<file path="config.mk">
export PLATFORM = sky130hd
export DESIGN_NAME = scadTop
export DESIGN_NICKNAME = d
export VERILOG_FILES = /design/src/scadPkg.sv /design/src/scadDecode.sv /design/src/scadExecute.sv /design/src/scadResult.sv /design/src/scadTop.sv
export SDC_FILE = /design/constraint.sdc
export NUM_CORES = 1
export LEC_CHECK = 0
export BUFFER_PORTS_ARGS = -buffer_cell sky130_fd_sc_hd__buf_2
export CAP_MARGIN = 30
export CORE_AREA = 2 2 94 133
export DETAILED_ROUTE_END_ITERATION = 16
export DIE_AREA = 0 0 96 135
export MAX_ROUTING_LAYER = met4
export PLACE_DENSITY = 0.8
export RECOVER_POWER = 100
export SYNTH_ARGS = -nofsm -noshare
export SYNTH_HDL_FRONTEND = slang
export SYNTH_SLANG_ARGS = --single-unit
</file>
<file path="constraint.sdc">
create_clock -name clk -period 5.8 [get_ports clk]
set_input_delay 0.29 -clock clk [delete_from_list [all_inputs] [get_ports clk]]
set_output_delay 0.29 -clock clk [all_outputs]
set_load 0.02 [all_outputs]
</file>
<file path="src/scadPkg.sv">
/*
 * Step count adder shared definitions
 * Widths, control-ROM field positions, ALU and operand select codes,
 * and the structs carried between the pipeline stages
 */
package scadPkg;

   //////////////////////////////
   // Width types
   //////////////////////////////

   // Bit numbering is MSB first, bit 0 is the sign
   typedef logic [0:107] cromWord;
   typedef logic [0:35]  dataWord;
   typedef logic [0:9]   scadWord;
   typedef logic [0:9]   snumField;
   typedef logic [0:3]   dispCode;

   //////////////////////////////
   // Control-ROM field positions
   //////////////////////////////

   // First bit of each field within the microword
   localparam int scadFunPos  = 48;
   localparam int scadAselPos = 51;
   localparam int scadBselPos = 54;
   localparam int loadScPos   = 60;
   localparam int loadFePos   = 61;
   localparam int snumPos     = 98;

   // Dispatch code for a negative SCAD result
   localparam dispCode dispNegative = 4'b0010;

   //////////////////////////////
   // Select and function codes
   //////////////////////////////

   // ALU functions, order follows the microcode encoding
   typedef enum logic [2:0] {
      funAPlusA        = 3'd0,
      funAOrB          = 3'd1,
      funAMinusBMinus1 = 3'd2,
      funAMinusB       = 3'd3,
      funAPlusB        = 3'd4,
      funAAndB         = 3'd5,
      funAMinus1       = 3'd6,
      funA             = 3'd7
   } scadFun;

   // A operand sources
   typedef enum logic [2:0] {
      aselSc    = 3'd0,
      aselSnum  = 3'd1,
      aselPtr44 = 3'd2,
      aselByte1 = 3'd3,
      aselByte2 = 3'd4,
      aselByte3 = 3'd5,
      aselByte4 = 3'd6,
      aselByte5 = 3'd7
   } scadAsel;

   // B operand sources
   typedef enum logic [1:0] {
      bselFe    = 2'd0,
      bselExp   = 2'd1,
      bselShift = 2'd2,
      bselSize  = 2'd3
   } scadBsel;

   //////////////////////////////
   // Pipeline structs
   //////////////////////////////

   // Decoded microinstruction, 56 bits
   typedef struct packed {
      scadFun   fun;
      scadAsel  asel;
      scadBsel  bsel;
      snumField snum;
      logic     loadSc;
      logic     loadFe;
      dataWord  data;
   } scadUop;

   // Result seen by the microsequencer, 16 bits
   typedef struct packed {
      scadWord scad;
      logic    feSign;
      logic    scSign;
      dispCode disp;
   } scadOut;

endpackage

</file>
<file path="src/scadDecode.sv">
/*
 * SCAD decode stage
 * Cuts the SCAD fields out of the control-ROM word and registers
 * them with the data-path word on each microinstruction strobe
 */
module scadDecode (
   input  logic             clk,
   input  logic             rst,
   input  logic             uopValid,
   input  scadPkg::cromWord crom,
   input  scadPkg::dataWord dp,
   output logic             decValid,
   output scadPkg::scadUop  decUop
);

   import scadPkg::*;

   //////////////////////////////
   // Field extraction
   //////////////////////////////

   scadUop uopNext;

   always_comb
   begin
      // Function and operand selects
      uopNext.fun    = scadFun'(crom[scadFunPos +: 3]);
      uopNext.asel   = scadAsel'(crom[scadAselPos +: 3]);
      uopNext.bsel   = scadBsel'(crom[scadBselPos +: 2]);
      // Small number, used as operand A or for byte framing
      uopNext.snum   = crom[snumPos +: 10];
      // Register load enables
      uopNext.loadSc = crom[loadScPos];
      uopNext.loadFe = crom[loadFePos];
      // Data path word rides along unchanged
      uopNext.data   = dp;
   end

   //////////////////////////////
   // Stage register
   //////////////////////////////

   // Valid follows the strobe by one cycle
   always_ff @(posedge clk or posedge rst)
   begin
      if (rst)
      begin
         decValid <= 1'b0;
      end
      else
      begin
         decValid <= uopValid;
      end
   end

   // Microword payload, holds between strobes
   always_ff @(posedge clk)
   begin
      if (uopValid)
      begin
         decUop <= uopNext;
      end
   end

endmodule

</file>
<file path="src/scadExecute.sv">
/*
 * SCAD execute stage
 * Operand A and B muxes, the eight-function ALU, and the floating
 * exponent (FE) and step counter (SC) registers
 */
module scadExecute (
   input  logic             clk,
   input  logic             rst,
   input  logic             decValid,
   input  scadPkg::scadUop  decUop,
   output scadPkg::scadWord aluScad,
   output logic             aluValid,
   output scadPkg::scadWord feNext,
   output scadPkg::scadWord scNext
);

   import scadPkg::*;

   // Architectural registers
   scadWord fe;
   scadWord sc;

   // ALU operands
   scadWord opA;
   scadWord opB;

   //////////////////////////////
   // Operand A mux
   //////////////////////////////

   always_comb
   begin
      case (decUop.asel)
         aselSc:
            opA = sc;
         aselSnum:
            opA = decUop.snum;
         // Byte pointer position, octal 44 in the middle
         aselPtr44:
            opA = {sc[0], 6'o44, decUop.data[6], sc[8:9]};
         // Odd bytes framed by the small number
         aselByte1:
            opA = {decUop.snum[0], decUop.data[0:6], decUop.snum[8:9]};
         // Even bytes framed by SC
         aselByte2:
            opA = {sc[0], decUop.data[7:13], sc[8:9]};
         aselByte3:
            opA = {decUop.snum[0], decUop.data[14:20], decUop.snum[8:9]};
         aselByte4:
            opA = {sc[0], decUop.data[21:27], sc[8:9]};
         aselByte5:
            opA = {decUop.snum[0], decUop.data[28:34], decUop.snum[8:9]};
         default:
            opA = sc;
      endcase
   end

   //////////////////////////////
   // Operand B mux
   //////////////////////////////

   always_comb
   begin
      case (decUop.bsel)
         bselFe:
            opB = fe;
         // Exponent field, one's complement when the word is negative
         bselExp:
            if (decUop.data[0])
            begin
               opB = {2'b00, ~decUop.data[1:8]};
            end
            else
            begin
               opB = {2'b00, decUop.data[1:8]};
            end
         // Shift count, sign bit extended into the top two bits
         bselShift:
            opB = {decUop.data[18], decUop.data[18], decUop.data[28:35]};
         // Byte size, placed above three zero bits
         bselSize:
            opB = {1'b0, decUop.data[6:11], 3'b000};
         default:
            opB = fe;
      endcase
   end

   //////////////////////////////
   // ALU
   //////////////////////////////

   // All arithmetic wraps modulo 1024
   always_comb
   begin
      case (decUop.fun)
         funAPlusA:        aluScad = opA + opA;
         funAOrB:          aluScad = opA | opB;
         funAMinusBMinus1: aluScad = opA - opB - 10'd1;
         funAMinusB:       aluScad = opA - opB;
         funAPlusB:        aluScad = opA + opB;
         funAAndB:         aluScad = opA & opB;
         funAMinus1:       aluScad = opA - 10'd1;
         funA:             aluScad = opA;
         default:          aluScad = opA;
      endcase
   end

   // No extra latency through the ALU
   assign aluValid = decValid;

   //////////////////////////////
   // FE and SC registers
   //////////////////////////////

   // Values after the coming edge, also used for the result signs
   assign feNext = (decValid && decUop.loadFe) ? aluScad : fe;
   assign scNext = (decValid && decUop.loadSc) ? aluScad : sc;

   always_ff @(posedge clk or posedge rst)
   begin
      if (rst)
      begin
         fe <= '0;
         sc <= '0;
      end
      else
      begin
         fe <= feNext;
         sc <= scNext;
      end
   end

endmodule

</file>
<file path="src/scadResult.sv">
/*
 * SCAD result stage
 * Registers the SCAD value, FE and SC signs and the dispatch code
 */
module scadResult (
   input  logic             clk,
   input  logic             rst,
   input  logic             aluValid,
   input  scadPkg::scadWord aluScad,
   input  scadPkg::scadWord feNext,
   input  scadPkg::scadWord scNext,
   output logic             resultValid,
   output scadPkg::scadOut  result
);

   import scadPkg::*;

   scadOut resultNext;

   //////////////////////////////
   // Result assembly
   //////////////////////////////

   always_comb
   begin
      resultNext.scad   = aluScad;
      // Signs include this operation's own loads
      resultNext.feSign = feNext[0];
      resultNext.scSign = scNext[0];
      // Negative SCAD steers the microsequencer
      resultNext.disp   = aluScad[0] ? dispNegative : dispCode'(0);
   end

   //////////////////////////////
   // Output register
   //////////////////////////////

   always_ff @(posedge clk or posedge rst)
   begin
      if (rst)
      begin
         resultValid <= 1'b0;
         result      <= '0;
      end
      else
      begin
         // One-cycle pulse per ALU result
         resultValid <= aluValid;
         // Outputs hold between results
         if (aluValid)
         begin
            result <= resultNext;
         end
      end
   end

endmodule

</file>
<file path="src/scadTop.sv">
/*
 * SCAD top level
 * Decode, execute and result stages in a two-cycle pipeline
 */
module scadTop (
   input  logic             clk,
   input  logic             rst,
   input  logic             uopValid,
   input  scadPkg::cromWord crom,
   input  scadPkg::dataWord dp,
   output logic             resultValid,
   output scadPkg::scadOut  result
);

   import scadPkg::*;

   // Decode to execute
   logic    decValid;
   scadUop  decUop;

   // Execute to result
   logic    aluValid;
   scadWord aluScad;
   scadWord feNext;
   scadWord scNext;

   scadDecode u_scadDecode (
      .clk      (clk),
      .rst      (rst),
      .uopValid (uopValid),
      .crom     (crom),
      .dp       (dp),
      .decValid (decValid),
      .decUop   (decUop)
   );

   scadExecute u_scadExecute (
      .clk      (clk),
      .rst      (rst),
      .decValid (decValid),
      .decUop   (decUop),
      .aluScad  (aluScad),
      .aluValid (aluValid),
      .feNext   (feNext),
      .scNext   (scNext)
   );

   scadResult u_scadResult (
      .clk         (clk),
      .rst         (rst),
      .aluValid    (aluValid),
      .aluScad     (aluScad),
      .feNext      (feNext),
      .scNext      (scNext),
      .resultValid (resultValid),
      .result      (result)
   );

endmodule

</file>
Word-level counts from Yosys, hierarchy flattened
Cells that the tools add are included.

Add/subtract/negate cells: 5. Equality and inequality tests: 17. Mux-type cells: 7. Bitwise operators: 3. Reduce and logical (&&, ||, !) cells: 5.

Operators by type and width (count): $pmux W10 S8 (2); $pmux W10 S4 (1); $eq A3 B3 Y1 const B (8); $add A10 B10 Y10 (2); $mux W10 (2); $sub A10 B1 Y10 const B (2); $eq A3 B2 Y1 const B (4); $and A10 B10 Y10 (1); $or A10 B10 Y10 (1); $sub A10 B10 Y10 (1); $mux W8 (1); $not A8 Y8 (1); $eq A3 B1 Y1 const B (2); $logic_not A3 Y1 (2); $eq A2 B2 Y1 const B (2); $eq A2 B1 Y1 const B (1); $logic_and A1 B1 Y1 (2); $logic_not A2 Y1 (1); $mux W2 (1).

Flip-flop bits (word level): 94. Bits of input ports: 147. Output and inout port bits: 17. Word-level logic and storage cells: 54.

Logic depth before layout (Yosys ltp)
Word-level depth: 7. Depth in mapped cells: 19.

By module
From an unflattened synthesis, not the netlist that was laid out.

Cells, all modules: 608. Area total of the unflattened synthesis: 6304.8 um^2.

By module, submodules not included: scadExecute (times used 1, cells an instance 518, area an instance 4047.6 um^2, sequential area each 500.5 um^2); scadDecode (times used 1, cells an instance 58, area an instance 1710.4 um^2, sequential area each 1706.6 um^2); scadResult (times used 1, cells an instance 32, area an instance 546.8 um^2, sequential area each 325.3 um^2).

Least setup slack after synthesis
No wires, ideal clock.

Path type: register -> register. From: register, netlist name u_scadDecode.decUop[49]. To: register u_scadExecute.fe[8]. Library setup time: 0.136 ns. Arrival time: 4.041 ns. Setup slack: 1.622 ns. Stages on the path, launching flop included: 19. Period minus slack after synthesis: 4.178 ns. Path through: edfxtp_1 buf_6 buf_2 mux2i_1 a2bb2oi_1 ha_1 nor4bb_1 a211oi_1 nor2_1 ha_1 o21ai_0 nor4_1 a311o_1 a221oi_1 a21oi_1 o2111ai_1 mux2i_1 o211a_1 o21ai_0.

Cells in the longest elaborated chain, start to end: 5.

Ends and longest elaborated chain: $eq A2 B2 Y1, or another cell as far along (RTL line scadExecute.sv:64) `case (decUop.bsel)`; $pmux W10 S4 * (RTL line scadExecute.sv:64); $sub A10 B10 Y10 (RTL line scadExecute.sv:98, scadExecute.sv:99); $sub A10 B1 Y10 (RTL line scadExecute.sv:98) `funAMinusBMinus1: aluScad = opA - opB - 10'd1;`; $pmux W10 S8 * (RTL line scadExecute.sv:95) `case (decUop.fun)`; end signal, assigned (RTL line scadExecute.sv:128) `fe <= feNext;`; end, declared (RTL line scadExecute.sv:20) `scadWord fe;`.

Every way passes the cells marked *; elsewhere a longest branch is shown, timed or not. A chain may end at the register's enable or synchronous reset.

Final worst setup path
From: register, netlist name u_scadDecode.decUop[49]. To: register u_scadExecute.sc[8].

Cells in the longest elaborated chain, start to end: 5.

Ends and longest elaborated chain: $eq A2 B2 Y1, or another cell as far along (RTL line scadExecute.sv:64); $pmux W10 S4 * (RTL line scadExecute.sv:64); $sub A10 B10 Y10 (RTL line scadExecute.sv:98, scadExecute.sv:99); $sub A10 B1 Y10 (RTL line scadExecute.sv:98); $pmux W10 S8 * (RTL line scadExecute.sv:95); end signal, assigned (RTL line scadExecute.sv:129) `sc <= scNext;`; end, declared (RTL line scadExecute.sv:21) `scadWord sc;`.

Marked as above.

==> impl_metrics.json <==
{
  "root_buffer": "clkbuf_16",
  "io_buffers": 72,
  "hold_depth": 1,
  "finalHoldViolCount": 0,
  "fin_crit_ps": 4940,
  "synth_warnings": 0,
  "async_flop_share": 0.378,
  "required_ps": 5990,
  "holdWs_ps": 121,
  "worstPathArrival_ps": 5120,
  "core_area_um2": 11700,
  "post_drt_via_cell_ratio": 6.22,
  "firstDrtPassIters": 5,
  "tightest_slew_ps": 2860,
  "wl_per_cell_um": 19.3,
  "grt_setup_unrepaired": "no",
  "clockBufferDepth": 2,
  "grt_usage": 0.272,
  "drv_cap": 2,
  "die-area_um2": 13000,
  "synth_commonest_cells": "edfxtp_1 (56), nor2_1 (44), nand2_1 (40)",
  "ys_types": 87,
  "ant_nets": 0,
  "synth_cells": 620,
  "ys_seq_area_frac": 0.406,
  "skew_ps": 10.4,
  "place_inst": 817,
  "clock-sinks": 90,
  "outcome": "complete, but fails checks",
  "dp_hpwl_um": 12300,
  "antenna_cells": 0,
  "slew_headroom": -0.904,
  "drive_gt1_frac": 0.189,
  "stdcell_count": 834,
  "p_leak_nw": 2.81,
  "synth_edf_count": 56,
  "ir_worst_vdd_mv": 0.335,
  "fin_nets": 858,
  "drc": 0,
  "critical_path_class": "flop to flop",
  "clkLatencyLatePin_ps": 340,
  "routed_wl_um": 16100,
  "clkSlewWorstSetupHoldPaths_ps": 60,
  "yosysMostFrequentCell": "edfxtp_1",
  "synth_top_area_frac": 0.269,
  "cts_tree": "built",
  "ys.flop_type": "edfxtp_1",
  "yosys-top-cells-area": "edfxtp_1 (27%), dfrtp_1 (14%), ha_1 (5.6%), mux2_2 (4.7%), xnor2_1 (3.2%)",
  "start_util": 0.533,
  "fmax_mhz": 203,
  "pin_count": 164,
  "grt_pass1_wl_um": 25900,
  "utilization": 0.596,
  "antenna_found_initial": 0,
  "numCtsBuffers": 9,
  "fillers": 938,
  "grt_pass1_vias": 5051,
  "synth_area_um2": 6240,
  "finalSetupTns_ps": 0,
  "timing.final.crit_share": 0.851,
  "grt-ovfl-total": 0,
  "crit_path_end_kind": "flop",
  "synth_area_per_cell_um2": 10.1,
  "place_congestion": 0.942,
  "failed_checks": "capacitance limit, slew limit",
  "die_w_um": 96,
  "setup_viol": 0,
  "num_rows": 47,
  "dieHeight_um": 135,
  "htree_levels": 3,
  "critPathMaxFanout": 16,
  "num_vias": 5191,
  "worst_r2r_path_depth": 17,
  "drtIter0Drc": 353,
  "hold_buffers": 0,
  "yosys.area.top_type": "edfxtp_1",
  "cp-start-kind": "flop",
  "hold_path.class": "input pin to flop",
  "ys_ff_latch": 90,
  "maxSlewViolCount": 93,
  "grt_max_degree": 58,
  "power_density_nw_per_um2": 400,
  "ctsResizeCount": 0,
  "post_cts_buffers": 0,
  "syn2layout_area_growth_pct": 11.6
}
-- path summary, 6_finish.rpt --
| kind | from | slack, ps | to |
|---|---|---|---|
| worst max-delay path | u_scadDecode.decUop[49] | 860 | u_scadExecute.sc[8] |
| worst min-delay path | crom[0] | 120 | u_scadDecode.decUop[38] |
| worst max register to register | u_scadDecode.decUop[49] | 860 | u_scadExecute.sc[8] |
| worst min register to register | u_scadExecute.sc[1] | 500 | u_scadExecute.sc[1] |
| max in group asynchronous | rst | 4100 | u_scadExecute.sc[4] |
| min in group asynchronous | rst | 610 | u_scadResult.result[13] |
-- cell families after synthesis --
family                     synth area share
other                              0.000601
muxes                                0.0994
DFF                                   0.406
AOI/OAI and AO/OA                     0.175
adders and majority gates            0.0609
xor gates and xnor gates             0.0491
buffers and inverters                0.0493
and+or+nand+nor                       0.160
-- power by group --
part	leakage, nW	switching, mW	internal, mW
Combinational	1.72	0.785	0.526
Clock	0.135	0.228	0.332
Sequential	0.953	0.0952	0.823
Total	2.81	1.11	1.68
-- worst max-delay path, stage by stage (launching register included) --
cell and delay (ps):
edfxtp_1 560, buf_4 300, nor2b_1 100, a2bb2oi_1 520, ha_1 350, nor4bb_1 150
a211oi_1 450, nor2_1 110, ha_1 220, o21ai_0 240, nor4_1 80, a311o_1 380
a221oi_1 360, a21oi_1 140, o2111ai_1 290, mux2i_1 220, o211a_1 220, o21ai_0 110
-- layout by cell type (no fill, tap or decap), drive strengths merged, types with 23 or more instances in the layout --
cell / instances
a21oi: 40
buf: 71
clkbuf: 27
dfrtp: 34
edfxtp: 56
ha: 28
inv: 30
mux2: 27
nand2: 40
nor2: 44
o21ai: 29
xnor2: 23
-- layout make-up --
class / count / area (um^2) / area share
tap: 147 / 184 / 0.0264
sequential: 90 / 2530 / 0.363
clock inverter: 5 / 53.8 / 0.00772
multi-input combinational: 464 / 3410 / 0.489
inverter: 30 / 113 / 0.0162
clock buffer: 11 / 233 / 0.0334
timing repair buffer: 87 / 448 / 0.0643
-- routing by layer --
metal,share of wire,GRT usage,vias to the layer above
met2,0.51,0.442,200
met5,0,-,-
li1,-,-,2431
met4,0.057,0.164,0
met3,0.047,0.0340,51
met1,0.38,0.317,2509
-- registers in the layout (all words and copies together), names as in the netlist --
signal and flops:
u_scadResult.resultValid 1, u_scadDecode.decValid 1, u_scadExecute.sc 10, u_scadDecode.decUop 56
u_scadExecute.fe 10, u_scadResult.result 12
-- through the flow --
step | power [mW] | setup slack, ps | area (um^2)
floorplan | 1.87 | 1620 | 6250
global placement | 2.18 | 1130 | 6700
detailed placement | 2.22 | 1010 | 6700
CTS | 2.79 | 1000 | 6990
global route | 2.97 | 507 | 6970
finish | 2.79 | 863 | 6970
(Power assumes the default switching activity.)
